<file path="src/hw/soc_params.svh">
`ifndef SOC_PARAMS_SVH
`define SOC_PARAMS_SVH

// Bus widths
`define AXI_ADDR_W 32
`define AXI_DATA_W 32
`define AXI_STRB_W 4
`define AXI_RESP_W 2

// SRAM size in words
`define SRAM_DEPTH 256

// Peripheral register map
`define UART_TX_ADDR        32'ha00003f8
`define CLINT_MTIMECMP_ADDR 32'ha0000048
`define CLINT_MTIME_ADDR    32'ha000bff8

`endif

</file>
<file path="src/hw/soc_bus_pkg.sv">
`default_nettype none

`include "soc_params.svh"

package soc_bus_pkg;

    typedef logic [`AXI_ADDR_W-1:0] axi_addr_t;
    typedef logic [`AXI_DATA_W-1:0] axi_data_t;
    typedef logic [`AXI_STRB_W-1:0] axi_strb_t;
    typedef logic [`AXI_RESP_W-1:0] axi_resp_t;

    // Crossbar target
    typedef enum logic [1:0] {
        sel_sram,
        sel_uart,
        sel_clint
    } slave_sel_t;

    typedef enum logic {
        arb_idle,
        arb_busy
    } arb_state_t;

endpackage

`default_nettype wire

</file>
<file path="src/hw/axi_lite_if.sv">
`timescale 1ns/1ps
`default_nettype none

interface axi_lite_if
    import soc_bus_pkg::*;
();

    axi_addr_t araddr;
    logic      arvalid;
    logic      arready;

    axi_data_t rdata;
    axi_resp_t rresp;
    logic      rvalid;
    logic      rready;

    axi_addr_t awaddr;
    logic      awvalid;
    logic      awready;

    axi_data_t wdata;
    axi_strb_t wstrb;
    logic      wvalid;
    logic      wready;

    axi_resp_t bresp;
    logic      bvalid;
    logic      bready;

    modport master (
        output araddr, arvalid, rready, awaddr, awvalid, wdata, wstrb, wvalid, bready,
        input  arready, rdata, rresp, rvalid, awready, wready, bresp, bvalid
    );

    modport slave (
        input  araddr, arvalid, rready, awaddr, awvalid, wdata, wstrb, wvalid, bready,
        output arready, rdata, rresp, rvalid, awready, wready, bresp, bvalid
    );

endinterface

`default_nettype wire

</file>
<file path="src/hw/axi_xbar.sv">
`timescale 1ns/1ps
`default_nettype none

`include "soc_params.svh"

module axi_xbar
    import soc_bus_pkg::*;
(
    input logic        clk,
    input logic        rst_n,
    axi_lite_if.slave  up,
    axi_lite_if.master s0,
    axi_lite_if.master s1,
    axi_lite_if.master s2
);

    slave_sel_t sel_dec;
    slave_sel_t sel_q;
    slave_sel_t route;
    logic       resp_open;
    logic       req_ok;
    logic       wr_ok;
    logic       hit0;
    logic       hit1;
    logic       hit2;
    logic       addr_hs;
    logic       resp_hs;

    function automatic slave_sel_t decode(input axi_addr_t addr);
        if (addr == `UART_TX_ADDR)
            return sel_uart;
        if (addr == `CLINT_MTIMECMP_ADDR || addr == `CLINT_MTIME_ADDR)
            return sel_clint;
        return sel_sram;
    endfunction

    // Read address wins the decode when both are offered
    assign sel_dec = decode(up.arvalid ? up.araddr : up.awaddr);
    assign route   = resp_open ? sel_q : sel_dec;
    assign req_ok  = !resp_open;
    assign wr_ok   = req_ok && !up.arvalid;
    assign hit0    = (route == sel_sram);
    assign hit1    = (route == sel_uart);
    assign hit2    = (route == sel_clint);

    assign addr_hs = (up.arvalid && up.arready) || (up.awvalid && up.awready);
    assign resp_hs = (up.rvalid && up.rready) || (up.bvalid && up.bready);

    always_ff @(posedge clk) begin
        if (!rst_n) begin
            resp_open <= 1'b0;
            sel_q     <= sel_sram;
        end else if (addr_hs) begin
            resp_open <= 1'b1;
            sel_q     <= sel_dec;
        end else if (resp_hs) begin
            resp_open <= 1'b0;
        end
    end

    assign s0.araddr  = up.araddr;
    assign s0.arvalid = up.arvalid && req_ok && hit0;
    assign s0.rready  = up.rready && hit0;
    assign s0.awaddr  = up.awaddr;
    assign s0.awvalid = up.awvalid && wr_ok && hit0;
    assign s0.wdata   = up.wdata;
    assign s0.wstrb   = up.wstrb;
    assign s0.wvalid  = up.wvalid && wr_ok && hit0;
    assign s0.bready  = up.bready && hit0;

    assign s1.araddr  = up.araddr;
    assign s1.arvalid = up.arvalid && req_ok && hit1;
    assign s1.rready  = up.rready && hit1;
    assign s1.awaddr  = up.awaddr;
    assign s1.awvalid = up.awvalid && wr_ok && hit1;
    assign s1.wdata   = up.wdata;
    assign s1.wstrb   = up.wstrb;
    assign s1.wvalid  = up.wvalid && wr_ok && hit1;
    assign s1.bready  = up.bready && hit1;

    assign s2.araddr  = up.araddr;
    assign s2.arvalid = up.arvalid && req_ok && hit2;
    assign s2.rready  = up.rready && hit2;
    assign s2.awaddr  = up.awaddr;
    assign s2.awvalid = up.awvalid && wr_ok && hit2;
    assign s2.wdata   = up.wdata;
    assign s2.wstrb   = up.wstrb;
    assign s2.wvalid  = up.wvalid && wr_ok && hit2;
    assign s2.bready  = up.bready && hit2;

    assign up.arready = req_ok && (hit1 ? s1.arready : hit2 ? s2.arready : s0.arready);
    assign up.awready = wr_ok && (hit1 ? s1.awready : hit2 ? s2.awready : s0.awready);
    assign up.wready  = wr_ok && (hit1 ? s1.wready : hit2 ? s2.wready : s0.wready);
    assign up.rdata   = hit1 ? s1.rdata : hit2 ? s2.rdata : s0.rdata;
    assign up.rresp   = hit1 ? s1.rresp : hit2 ? s2.rresp : s0.rresp;
    assign up.rvalid  = hit1 ? s1.rvalid : hit2 ? s2.rvalid : s0.rvalid;
    assign up.bresp   = hit1 ? s1.bresp : hit2 ? s2.bresp : s0.bresp;
    assign up.bvalid  = hit1 ? s1.bvalid : hit2 ? s2.bvalid : s0.bvalid;

    // A slave answering must match the selection latched at its address transfer
    a_sel_sram: assert property (@(posedge clk) disable iff (!rst_n)
        (s0.rvalid || s0.bvalid) |-> (resp_open && sel_q == sel_sram));
    a_sel_uart: assert property (@(posedge clk) disable iff (!rst_n)
        (s1.rvalid || s1.bvalid) |-> (resp_open && sel_q == sel_uart));
    a_sel_clint: assert property (@(posedge clk) disable iff (!rst_n)
        (s2.rvalid || s2.bvalid) |-> (resp_open && sel_q == sel_clint));

endmodule

`default_nettype wire

</file>
<file path="src/flat_wrapper.sv">
// flat-port wrapper written by rule: the top's interface ports become plain ports
module axi_xbar_flat import soc_bus_pkg::*;
  (clk, rst_n, up_araddr, up_arvalid, up_rready, up_awaddr, up_awvalid, up_wdata, up_wstrb, up_wvalid, up_bready, up_arready, up_rdata, up_rresp, up_rvalid, up_awready, up_wready, up_bresp, up_bvalid, s0_araddr, s0_arvalid, s0_rready, s0_awaddr, s0_awvalid, s0_wdata, s0_wstrb, s0_wvalid, s0_bready, s0_arready, s0_rdata, s0_rresp, s0_rvalid, s0_awready, s0_wready, s0_bresp, s0_bvalid, s1_araddr, s1_arvalid, s1_rready, s1_awaddr, s1_awvalid, s1_wdata, s1_wstrb, s1_wvalid, s1_bready, s1_arready, s1_rdata, s1_rresp, s1_rvalid, s1_awready, s1_wready, s1_bresp, s1_bvalid, s2_araddr, s2_arvalid, s2_rready, s2_awaddr, s2_awvalid, s2_wdata, s2_wstrb, s2_wvalid, s2_bready, s2_arready, s2_rdata, s2_rresp, s2_rvalid, s2_awready, s2_wready, s2_bresp, s2_bvalid);
  axi_lite_if up_i ();
  axi_lite_if s0_i ();
  axi_lite_if s1_i ();
  axi_lite_if s2_i ();
  input logic clk;
  input logic rst_n;
  input wire logic [$bits(up_i.araddr)-1:0] up_araddr;
  input wire logic [$bits(up_i.arvalid)-1:0] up_arvalid;
  input wire logic [$bits(up_i.rready)-1:0] up_rready;
  input wire logic [$bits(up_i.awaddr)-1:0] up_awaddr;
  input wire logic [$bits(up_i.awvalid)-1:0] up_awvalid;
  input wire logic [$bits(up_i.wdata)-1:0] up_wdata;
  input wire logic [$bits(up_i.wstrb)-1:0] up_wstrb;
  input wire logic [$bits(up_i.wvalid)-1:0] up_wvalid;
  input wire logic [$bits(up_i.bready)-1:0] up_bready;
  output wire logic [$bits(up_i.arready)-1:0] up_arready;
  output wire logic [$bits(up_i.rdata)-1:0] up_rdata;
  output wire logic [$bits(up_i.rresp)-1:0] up_rresp;
  output wire logic [$bits(up_i.rvalid)-1:0] up_rvalid;
  output wire logic [$bits(up_i.awready)-1:0] up_awready;
  output wire logic [$bits(up_i.wready)-1:0] up_wready;
  output wire logic [$bits(up_i.bresp)-1:0] up_bresp;
  output wire logic [$bits(up_i.bvalid)-1:0] up_bvalid;
  output wire logic [$bits(s0_i.araddr)-1:0] s0_araddr;
  output wire logic [$bits(s0_i.arvalid)-1:0] s0_arvalid;
  output wire logic [$bits(s0_i.rready)-1:0] s0_rready;
  output wire logic [$bits(s0_i.awaddr)-1:0] s0_awaddr;
  output wire logic [$bits(s0_i.awvalid)-1:0] s0_awvalid;
  output wire logic [$bits(s0_i.wdata)-1:0] s0_wdata;
  output wire logic [$bits(s0_i.wstrb)-1:0] s0_wstrb;
  output wire logic [$bits(s0_i.wvalid)-1:0] s0_wvalid;
  output wire logic [$bits(s0_i.bready)-1:0] s0_bready;
  input wire logic [$bits(s0_i.arready)-1:0] s0_arready;
  input wire logic [$bits(s0_i.rdata)-1:0] s0_rdata;
  input wire logic [$bits(s0_i.rresp)-1:0] s0_rresp;
  input wire logic [$bits(s0_i.rvalid)-1:0] s0_rvalid;
  input wire logic [$bits(s0_i.awready)-1:0] s0_awready;
  input wire logic [$bits(s0_i.wready)-1:0] s0_wready;
  input wire logic [$bits(s0_i.bresp)-1:0] s0_bresp;
  input wire logic [$bits(s0_i.bvalid)-1:0] s0_bvalid;
  output wire logic [$bits(s1_i.araddr)-1:0] s1_araddr;
  output wire logic [$bits(s1_i.arvalid)-1:0] s1_arvalid;
  output wire logic [$bits(s1_i.rready)-1:0] s1_rready;
  output wire logic [$bits(s1_i.awaddr)-1:0] s1_awaddr;
  output wire logic [$bits(s1_i.awvalid)-1:0] s1_awvalid;
  output wire logic [$bits(s1_i.wdata)-1:0] s1_wdata;
  output wire logic [$bits(s1_i.wstrb)-1:0] s1_wstrb;
  output wire logic [$bits(s1_i.wvalid)-1:0] s1_wvalid;
  output wire logic [$bits(s1_i.bready)-1:0] s1_bready;
  input wire logic [$bits(s1_i.arready)-1:0] s1_arready;
  input wire logic [$bits(s1_i.rdata)-1:0] s1_rdata;
  input wire logic [$bits(s1_i.rresp)-1:0] s1_rresp;
  input wire logic [$bits(s1_i.rvalid)-1:0] s1_rvalid;
  input wire logic [$bits(s1_i.awready)-1:0] s1_awready;
  input wire logic [$bits(s1_i.wready)-1:0] s1_wready;
  input wire logic [$bits(s1_i.bresp)-1:0] s1_bresp;
  input wire logic [$bits(s1_i.bvalid)-1:0] s1_bvalid;
  output wire logic [$bits(s2_i.araddr)-1:0] s2_araddr;
  output wire logic [$bits(s2_i.arvalid)-1:0] s2_arvalid;
  output wire logic [$bits(s2_i.rready)-1:0] s2_rready;
  output wire logic [$bits(s2_i.awaddr)-1:0] s2_awaddr;
  output wire logic [$bits(s2_i.awvalid)-1:0] s2_awvalid;
  output wire logic [$bits(s2_i.wdata)-1:0] s2_wdata;
  output wire logic [$bits(s2_i.wstrb)-1:0] s2_wstrb;
  output wire logic [$bits(s2_i.wvalid)-1:0] s2_wvalid;
  output wire logic [$bits(s2_i.bready)-1:0] s2_bready;
  input wire logic [$bits(s2_i.arready)-1:0] s2_arready;
  input wire logic [$bits(s2_i.rdata)-1:0] s2_rdata;
  input wire logic [$bits(s2_i.rresp)-1:0] s2_rresp;
  input wire logic [$bits(s2_i.rvalid)-1:0] s2_rvalid;
  input wire logic [$bits(s2_i.awready)-1:0] s2_awready;
  input wire logic [$bits(s2_i.wready)-1:0] s2_wready;
  input wire logic [$bits(s2_i.bresp)-1:0] s2_bresp;
  input wire logic [$bits(s2_i.bvalid)-1:0] s2_bvalid;
  assign up_i.araddr = up_araddr;
  assign up_i.arvalid = up_arvalid;
  assign up_i.rready = up_rready;
  assign up_i.awaddr = up_awaddr;
  assign up_i.awvalid = up_awvalid;
  assign up_i.wdata = up_wdata;
  assign up_i.wstrb = up_wstrb;
  assign up_i.wvalid = up_wvalid;
  assign up_i.bready = up_bready;
  assign up_arready = up_i.arready;
  assign up_rdata = up_i.rdata;
  assign up_rresp = up_i.rresp;
  assign up_rvalid = up_i.rvalid;
  assign up_awready = up_i.awready;
  assign up_wready = up_i.wready;
  assign up_bresp = up_i.bresp;
  assign up_bvalid = up_i.bvalid;
  assign s0_araddr = s0_i.araddr;
  assign s0_arvalid = s0_i.arvalid;
  assign s0_rready = s0_i.rready;
  assign s0_awaddr = s0_i.awaddr;
  assign s0_awvalid = s0_i.awvalid;
  assign s0_wdata = s0_i.wdata;
  assign s0_wstrb = s0_i.wstrb;
  assign s0_wvalid = s0_i.wvalid;
  assign s0_bready = s0_i.bready;
  assign s0_i.arready = s0_arready;
  assign s0_i.rdata = s0_rdata;
  assign s0_i.rresp = s0_rresp;
  assign s0_i.rvalid = s0_rvalid;
  assign s0_i.awready = s0_awready;
  assign s0_i.wready = s0_wready;
  assign s0_i.bresp = s0_bresp;
  assign s0_i.bvalid = s0_bvalid;
  assign s1_araddr = s1_i.araddr;
  assign s1_arvalid = s1_i.arvalid;
  assign s1_rready = s1_i.rready;
  assign s1_awaddr = s1_i.awaddr;
  assign s1_awvalid = s1_i.awvalid;
  assign s1_wdata = s1_i.wdata;
  assign s1_wstrb = s1_i.wstrb;
  assign s1_wvalid = s1_i.wvalid;
  assign s1_bready = s1_i.bready;
  assign s1_i.arready = s1_arready;
  assign s1_i.rdata = s1_rdata;
  assign s1_i.rresp = s1_rresp;
  assign s1_i.rvalid = s1_rvalid;
  assign s1_i.awready = s1_awready;
  assign s1_i.wready = s1_wready;
  assign s1_i.bresp = s1_bresp;
  assign s1_i.bvalid = s1_bvalid;
  assign s2_araddr = s2_i.araddr;
  assign s2_arvalid = s2_i.arvalid;
  assign s2_rready = s2_i.rready;
  assign s2_awaddr = s2_i.awaddr;
  assign s2_awvalid = s2_i.awvalid;
  assign s2_wdata = s2_i.wdata;
  assign s2_wstrb = s2_i.wstrb;
  assign s2_wvalid = s2_i.wvalid;
  assign s2_bready = s2_i.bready;
  assign s2_i.arready = s2_arready;
  assign s2_i.rdata = s2_rdata;
  assign s2_i.rresp = s2_rresp;
  assign s2_i.rvalid = s2_rvalid;
  assign s2_i.awready = s2_awready;
  assign s2_i.wready = s2_wready;
  assign s2_i.bresp = s2_bresp;
  assign s2_i.bvalid = s2_bvalid;
  axi_xbar u_core (.clk(clk), .rst_n(rst_n), .up(up_i), .s0(s0_i), .s1(s1_i), .s2(s2_i));
endmodule
</file>
<file path="config.mk">
export PLATFORM = sky130hd
export DESIGN_NAME = axi_xbar_flat
export DESIGN_NICKNAME = d
export VERILOG_FILES = /design/src/hw/soc_bus_pkg.sv /design/src/hw/axi_lite_if.sv /design/src/hw/axi_xbar.sv /design/src/flat_wrapper.sv
export VERILOG_INCLUDE_DIRS = /design/src /design/src/hw
export SDC_FILE = /design/constraint.sdc
export NUM_CORES = 1
export LEC_CHECK = 0
export BUFFER_PORTS_ARGS = -buffer_cell sky130_fd_sc_hd__buf_2
export CORE_AREA = 2 2 229 231
export CTS_CLUSTER_SIZE = 40
export DETAILED_ROUTE_END_ITERATION = 6
export DIE_AREA = 0 0 231 233
export SETUP_SLACK_MARGIN = 0.3
export SYNTH_ARGS = -nofsm -noshare
export SYNTH_HDL_FRONTEND = slang
export SYNTH_SLANG_ARGS = --single-unit
export TNS_END_PERCENT = 50
</file>
<file path="constraint.sdc">
create_clock -name clk -period 3.17 [get_ports clk]
set_input_delay 0.4755 -clock clk [delete_from_list [all_inputs] [get_ports clk]]
set_output_delay 0.4755 -clock clk [all_outputs]
set_load 0.01 [all_outputs]
</file>
# [After elaboration in Yosys (flattened, before gate mapping)]
# Cells that the tools add are included.
[classes] eq_ne=5 n_reduce_logical=33 n_mux=27
[op_table] op="32-bit equality test (second input constant)" count=3
[op_table] op="32-bit two-way mux" count=3
[op_table] op="1-bit logical AND" count=26
[op_table] op="2-bit two-way mux" count=9
[op_table] op="1-bit two-way mux" count=15
[op_table] op="1-bit logical OR" count=3
[op_table] op="2-bit by 1-bit equality test with 1-bit output (second input constant)" count=1
[op_table] op="2-bit equality test (second input constant)" count=1
[op_table] op="1-bit logical NOT" count=2
[op_table] op="2-bit logical NOT" count=1
[op_table] op="2-bit nonzero test" count=1
[word_totals] reg_bits=3 output_inout_bits=356

# [Logic depth before layout (Yosys ltp)]
# Gate-level depths: netlist (run 1).
[logic_depth] depth_word=15 depth_mapped=11 depth_no_buf=8

# [Worst setup path after synthesis (run 1)]
# Ideal clock, no wire load.
[synth_path] kind="input port to output port" startpoint="in up_arvalid" endpoint="out up_rdata[10]" arrival_ns=2.458 path_slack_ns=0.237 required_time_ns=2.694 path_stages=9 n_path_buf=3 path_cell_list="buf_6 -> nand2b_1 -> or4_4 -> a221oi_4 -> nand2_1 -> o31a_1 -> clkbuf_1 -> clkbuf_1 -> a21oi_1"
[synth_via] elab_chain_len=11 elab_cells_between_ends=16
[synth_rtl] item="start: declaration" line_no="flat_wrapper.sv:11" rtl="input wire logic [$bits(up_i.arvalid)-1:0] up_arvalid;"
[synth_rtl] item="32-bit two-way mux *" line_no="axi_xbar.sv:38" rtl="assign sel_dec = decode(up.arvalid ? up.araddr : up.awaddr);"
[synth_rtl] item="32-bit equality test (no line)"
[synth_rtl] item="1-bit logical OR (no line)"
[synth_rtl] item="1-bit two-way mux (2 in series)" line_no="axi_xbar.sv:32" rtl="if (addr == `CLINT_MTIMECMP_ADDR || addr == `CLINT_MTIME_ADDR)"
[synth_rtl] item="2-bit two-way mux" line_no="axi_xbar.sv:34" rtl="return sel_sram;"
[synth_rtl] item="2-bit two-way mux *" line_no="axi_xbar.sv:32"
[synth_rtl] item="2-bit two-way mux *" line_no="axi_xbar.sv:39" rtl="assign route = resp_open ? sel_q : sel_dec;"
[synth_rtl] item="2-bit equality test" line_no="axi_xbar.sv:44" rtl="assign hit2 = (route == sel_clint);"
[synth_rtl] item="32-bit two-way mux" line_no="axi_xbar.sv:94" rtl="assign up.rdata = hit1 ? s1.rdata : hit2 ? s2.rdata : s0.rdata;"
[synth_rtl] item="32-bit two-way mux *" line_no="axi_xbar.sv:94"
[synth_rtl] item="end: declaration" line_no="flat_wrapper.sv:20" rtl="output wire logic [$bits(up_i.rdata)-1:0] up_rdata;"
# Every way passes the cells marked *; elsewhere a longest branch is shown, timed or not. The select of a mux whose other input is x is not followed.

# [Worst setup path in the final report (run 1)]
[layout_path] startpoint="in up_arvalid" endpoint="out up_awready"
[layout_via] elab_chain_len=12 elab_cells_between_ends=19
[layout_rtl] item="32-bit two-way mux" line_no="axi_xbar.sv:38"
[layout_rtl] item="32-bit equality test (no line)"
[layout_rtl] item="1-bit logical OR (no line)"
[layout_rtl] item="1-bit two-way mux (2 in series)" line_no="axi_xbar.sv:32"
[layout_rtl] item="2-bit two-way mux" line_no="axi_xbar.sv:34"
[layout_rtl] item="2-bit two-way mux" line_no="axi_xbar.sv:32"
[layout_rtl] item="2-bit two-way mux" line_no="axi_xbar.sv:39"
[layout_rtl] item="2-bit equality test" line_no="axi_xbar.sv:44"
[layout_rtl] item="1-bit two-way mux (2 in series)" line_no="axi_xbar.sv:92" rtl="assign up.awready = wr_ok && (hit1 ? s1.awready : hit2 ? s2.awready : s0.awready);"
[layout_rtl] item="1-bit logical AND *" line_no="axi_xbar.sv:92"
[layout_rtl] item="end: declaration" line_no="flat_wrapper.sv:23" rtl="output wire logic [$bits(up_i.awready)-1:0] up_awready;"
# Marks and branches as above.

==> metrics.yaml, run 1 <==
finish:
  final_common_cell: "buf_2"
  mostFrequentLayoutCells: "433 x buf_2, 78 x buf_4, 46 x inv_1, 35 x o22ai_2, 32 x a21oi_2"
  final_core_util_pct: 11.90
  fill_cells: 5984
  fin_cells: 1460
  regArea_um2: 60.06
  nNetsFinal: 1008
  drive_gt1_share_pct: 83.53
  post-route-cell-area_um2: 6081
  multi_input_comb_area_um2: 1723
  area_growth_pct: 65.42
placed_design:
  dpl.hpwl_mm: 17.72
  place_area_um2: 5137
  port_buffers: 441
  gp_congestion: 0.8766
  placed_cells: 1427
detailed_routing:
  viasPerCell: 2.886
  antenna_left: 0
  drt-pass1-iter-count: 4
  routedWlPerCell_um: 14.66
  num_vias: 4213
  initialDrtViolationCount: 102
  drc: 0
  wl_mm: 21.40
worst_setup_path:
  endpoint: "up_awready"
  startpoint_type: "primary input"
  cp_slowest_cell: "or4_4"
  crit_path_end_kind: "output port"
  criticalPathCategory: "in2out"
  cpPeakStageDelay_ns: 0.49
  rrSetupSlack_ns: 0.62
  reg2reg_from: "u_core.resp_open"
  cp-startpoint: "up_arvalid"
  r2r_end: "u_core.sel_q[1]"
  worstPathRequired_ns: 2.69
  cp.buffers_inverters: 6
  crit_cells: 13
  path_max_fanout: 5
  crit_path_cell_trace: "buf_8 -> buf_6 -> buf_16 -> nand2_4 -> or4_4 -> a221oi_4 -> buf_12 -> buf_4 -> o2111ai_2 -> o21a_4 -> mux2i_4 -> and3_1 -> buf_4"
  worstRegToRegCells: 8
  crit_path_frequent_cell: "buf_4"
  cp.arrival_ns: 2.87
  cp_top_family: "simple AND/OR/NAND/NOR gates"
synthesis:
  synth_warnings: 0
  netlist_area_um2: 3676
  synth-seq-area-share_pct: 1.634
  syn_nets: 778
  synth_area_leaders: "buf_4 61%, o22ai_1 6.6%, a21oi_1 5.4%, inv_1 4.7%, nor2_1 2.6%"
  yosysTopAreaCell: "buf_4"
  ys.flop_type: "dfxtp_1"
  synth_edf_count: 0
  ys_seq_elements: 3
  yosysTopAreaCellShare_pct: 61.27
  synthCells: 548
  avgSynthCellArea_um2: 6.708
  ys_types: 45
  synthArstFlopShare_pct: 0
pwr:
  power.total_uw: 862.7
  pwr-share-clk_pct: 24.1
  switching_share_pct: 41.65
  pwr_density_cell_nw_per_um2: 141.9
  ir_worst_vdd_mv: 0.1224
  p_switching_uw: 359.3
  pwr-share-seq_pct: 4.6
  p_comb_share_pct: 71.3
  cellInternalPower_uw: 503.3
  p_leak_nw: 3.187
timing:
  skew_ns: 0.00008955
  fmax_mhz: 299.3
  rsz0062_at_grt: "true"
  layout_min_cycle_time_ns: 3.341
  max-slew-margin-rel_pct: 13.92
  final_hold_viol_count: 0
  slew_viol_final: 0
  setup_violations: 42
  setup_slack_ns: -0.1708
  tightest_slew_ns: 1.286
  layout_worst_path_cycle_share_pct: 105.4
global_routing:
  grt_util_all_layers_pct: 7.018
  grt_max_degree: 21
  grt_antenna_before_repair: 4
  grt_pass1_vias: 4006
  grt_pass1_wl_mm: 26.64
  grt_overflow: 0
die:
  core_um2: 51090
  start_util_pct: 7.195
  ios: 586
  die_w_um: 231
  rows: 83
  die_y_um: 233
  dieArea_um2: 53820
cts:
  cts_tree: "built"
  cts_made_buffers: 3
  clk_latency_ns: 0.23
  path_clk_slew_ns: 0.03
  cts.sinks: 3
  cts_root_buffer: "clkbuf_16"
  h-tree-depth: 1
  cts_hold_buffers: 0
  cts_buffer_depth: 2
min_path:
  min_path_type: "reg2reg"
status:
  violations: "negative setup slack"
  outcome: "complete, but fails checks"
job:
  maxCapViolations: 0
## power groups by stage
stage / clock (mW) / sequential (mW) / combinational [mW]
after detailed placement: 0 / 0.0402 / 0.566
after CTS: 0.211 / 0.0397 / 0.601
final: 0.208 / 0.0397 / 0.615
after floorplan: 0 / 0.0399 / 0.480
after global routing: 0.217 / 0.0399 / 0.665
after global placement: 0 / 0.0402 / 0.565
## synthesized netlist by cell type, drive strengths merged, types with 2 or more instances
library cell,instances
a21o,2
a21oi,40
buf,306
clkbuf,11
dfxtp,3
inv,46
mux2i,6
nand2,14
nand2b,3
nand3,3
nand4,5
nand4b,2
nor2,25
nor2b,3
nor3,5
nor3b,2
nor4,4
nor4b,4
o22ai,39
or3,3
or3b,2
or4,2
## area by class of cell
cell class,count,share of cell area (%)
diodes,3,0.1235
clock buffers,4,1.296
inverters,46,2.840
multi-input cells,186,28.33
flip-flops and latches,3,0.9877
well taps,680,13.99
repair buffers,538,52.43
## per-stage QoR
step	worst slack (ns)	TNS [ns]	hold WS, ns
3_3_place_gp	-0.9039	-37.34	0.4834
2_1_floorplan	0.3064	0	0.4594
5_1_grt	-0.2606	-7.750	0.5051
3_5_place_dp	-0.8415	-35.46	0.4917
6_report	-0.1708	-2.825	0.4956
4_1_cts	-0.2248	-6.789	0.4983
## worst min-delay path by stage
stage / end / startpoint / depth (start not counted)
floorplan: u_core.sel_q[0] / u_core.sel_q[0] / 2
global placement: u_core.sel_q[0] / u_core.sel_q[0] / 2
detailed placement: u_core.sel_q[0] / u_core.sel_q[0] / 2
CTS: u_core.sel_q[1] / u_core.sel_q[1] / 2
global route: u_core.sel_q[1] / u_core.sel_q[1] / 2
finish: u_core.sel_q[1] / u_core.sel_q[1] / 2
## state kept, by name (all words and copies together), names as in the netlist
| register | count |
|---|---|
| u_core.resp_open | 1 |
| u_core.sel_q | 2 |
## tightest hold or removal path, cell delays in order (launching register included)
cell,delay (ns)
dfxtp_1,0.32
nand2_1,0.06
mux2i_1,0.06
## routing by layer
layer	up-vias	part of all wire, %	global-route usage (%)
li1	1968	-	-
met5	-	0.061	0
met2	326	51	13.20
met4	2	3.6	3.185
met1	1865	37	7.275
met3	52	7.8	1.777
## cells by family after synthesis
family | count (synthesis) | share of synthesized area, %
buf+inv | 363 | 68.14
compound gates | 94 | 16.27
simple gates | 82 | 11.98
mux | 6 | 1.974
flops | 3 | 1.634
## repair_timing
item,CTS,global route
buffers inserted,11,9
endpoints found under the setup margin,59,59
resized for setup,61,55
gates cloned,4,2
hold endpoints to repair,0,0
pin swaps,51,17
No activity file was read; power rests on OpenSTA's default activity.
==> run 2, diff against run 1 <==
--- a/config.mk
+++ b/config.mk
@@ -7,10 +7,10 @@
 export NUM_CORES = 1
 export LEC_CHECK = 0
 export BUFFER_PORTS_ARGS = -buffer_cell sky130_fd_sc_hd__buf_2
-export CORE_AREA = 2 2 229 231
+export CORE_AREA = 2 2 228 230
 export CTS_CLUSTER_SIZE = 40
 export DETAILED_ROUTE_END_ITERATION = 6
-export DIE_AREA = 0 0 231 233
+export DIE_AREA = 0 0 230 232
 export SETUP_SLACK_MARGIN = 0.3
 export SYNTH_ARGS = -nofsm -noshare
 export SYNTH_HDL_FRONTEND = slang
==> constraint.sdc (replaced) <==
create_clock -name clk -period 4 [get_ports clk]
set_input_delay 0.6 -clock clk [delete_from_list [all_inputs] [get_ports clk]]
set_output_delay 0.6 -clock clk [all_outputs]
set_load 0.01 [all_outputs]
==> metrics.yaml, run 2 (same netlist as run 1, synthesis figures left out) <==
detailed_routing:
  routedWlPerCell_um: 15.71
  num_vias: 4016
  wl_mm: 21.80
  antenna_left: 0
  drt-pass1-iter-count: 4
  drc: 0
  initialDrtViolationCount: 140
  viasPerCell: 2.895
finish:
  area_growth_pct: 32.51
  top_register: "u_core.sel_q"
  final_common_cell: "buf_2"
  fin_cells: 1387
  largest_reg_flops: 2
  nNetsFinal: 936
  drive_gt1_share_pct: 69.93
  post-route-cell-area_um2: 4871
  reg_top3: "u_core.sel_q (2), u_core.resp_open (1)"
  fill_cells: 6048
  mostFrequentLayoutCells: "440 x buf_2, 46 x inv_1, 39 x a21oi_1, 38 x o22ai_1, 25 x nor2_1"
worst_setup_path:
  worstPathRequired_ns: 3.40
  startpoint_type: "primary input"
  worstRegToRegCells: 7
  path_max_fanout: 8
  crit_path_end_kind: "output port"
  criticalPathCategory: "in2out"
  cp.arrival_ns: 2.92
timing:
  fmax_mhz: 284.1
  tightest_slew_ns: 0.8241
  setup_tns_ns: 0
  slew_viol_final: 0
  layout_min_cycle_time_ns: 3.520
  max-slew-margin-rel_pct: 44.86
  layout_worst_path_cycle_share_pct: 88.01
  final_hold_viol_count: 0
  setup_violations: 0
  skew_ns: 0.001984
  whs_ns: 0.4894
  rsz0062_at_grt: "false"
global_routing:
  grt_max_degree: 24
  grt_pass1_wl_mm: 26.38
  grt_pass1_vias: 3459
  grt_overflow: 0
  grt_util_all_layers_pct: 7.319
  grt_antenna_before_repair: 12
die:
  die_y_um: 232
  start_util_pct: 7.224
  dieArea_um2: 53360
  ios: 586
  die_w_um: 230
  rows: 83
  core_um2: 50890
job:
  maxCapViolations: 0
placed_design:
  gp_congestion: 0.8216
  port_buffers: 441
  dpl.hpwl_mm: 18.70
  placed_cells: 1368
  place_area_um2: 4544
status:
  outcome: "complete, no violations"
pwr:
  p_leak_nw: 2.614
  power.total_uw: 608.9
  ir_worst_vdd_mv: 0.05642
  pwr_density_cell_nw_per_um2: 125.0
cts:
  cts.sinks: 3
  path_clk_slew_ns: 0.03
  cts_tree: "built"
  cts_buffer_depth: 2
  cts_root_buffer: "clkbuf_16"
  cts_made_buffers: 3
  clk_latency_ns: 0.23
  h-tree-depth: 1
min_path:
  min_path_type: "reg2reg"
  whs_path_depth: 2
-- run 2: path summary, 6_finish.rpt --
kind                            slack (ns)         endpoint              from
worst min-delay path                  0.49  u_core.sel_q[1]   u_core.sel_q[1]
worst max register to register        1.38  u_core.sel_q[0]  u_core.resp_open
worst max-delay path                  0.48      up_rresp[0]        up_arvalid
worst min register to register        0.49  u_core.sel_q[1]   u_core.sel_q[1]
-- run 2: layout make-up --
| type | count | area [um2] | area share [%] |
|---|---|---|---|
| inverter | 46 | 172.7 | 3.545 |
| sequential | 3 | 60.06 | 1.233 |
| clock buffer | 4 | 78.83 | 1.618 |
| multi-input combinational | 185 | 1245 | 25.56 |
| antenna | 2 | 5.005 | 0.1027 |
| timing repair buffer | 467 | 2459 | 50.48 |
| tap | 680 | 850.8 | 17.47 |
-- run 2: routing by layer --
layer / up-vias / track usage, % / wire, um / share of wire (%)
met1: 1761 / 7.138 / 7477 / 34
met3: 66 / 2.738 / 2441 / 11
met5: - / 0 / 60 / 0.28
li1: 1827 / - / - / -
met2: 352 / 13.53 / 10800 / 50
met4: 10 / 3.649 / 1020 / 4.7
-- run 2: repair_timing --
action | CTS | global route
gates resized for setup | 5 | 13
pin swaps | 3 | 4
cloned | 2 | 1
endpoints found under the setup margin | 46 | 26
buffers inserted | 4 | 6
hold buffers | 0 | 0
-- run 2: critical path, stage by stage --
cell	delay, ns
clkbuf_4	0.18
nand2b_1	0.15
or4_4	0.43
a221oi_4	0.27
buf_12	0.15
nand4b_1	0.12
buf_4	0.20
nor2b_4	0.13
buf_12	0.17
buf_4	0.16
o22ai_1	0.15
a21oi_1	0.05
buf_2	0.14
-- run 2: power breakdown --
part	internal [mW]	switching [mW]	total [mW]	leakage, nW
combinational	0.181	0.230	0.411	2.55
clock	0.132	0.0313	0.163	0.0382
sequential	0.0311	0.00384	0.0349	0.0244
-- run 2: through the flow --
step	worst slack [ns]	utilization (%)
2_1_floorplan	0.8177	-
3_3_place_gp	-0.09696	8.930
3_5_place_dp	-0.05791	8.930
4_1_cts	0.1910	9.289
5_1_grt	0.3040	9.567
6_report	0.4796	9.572
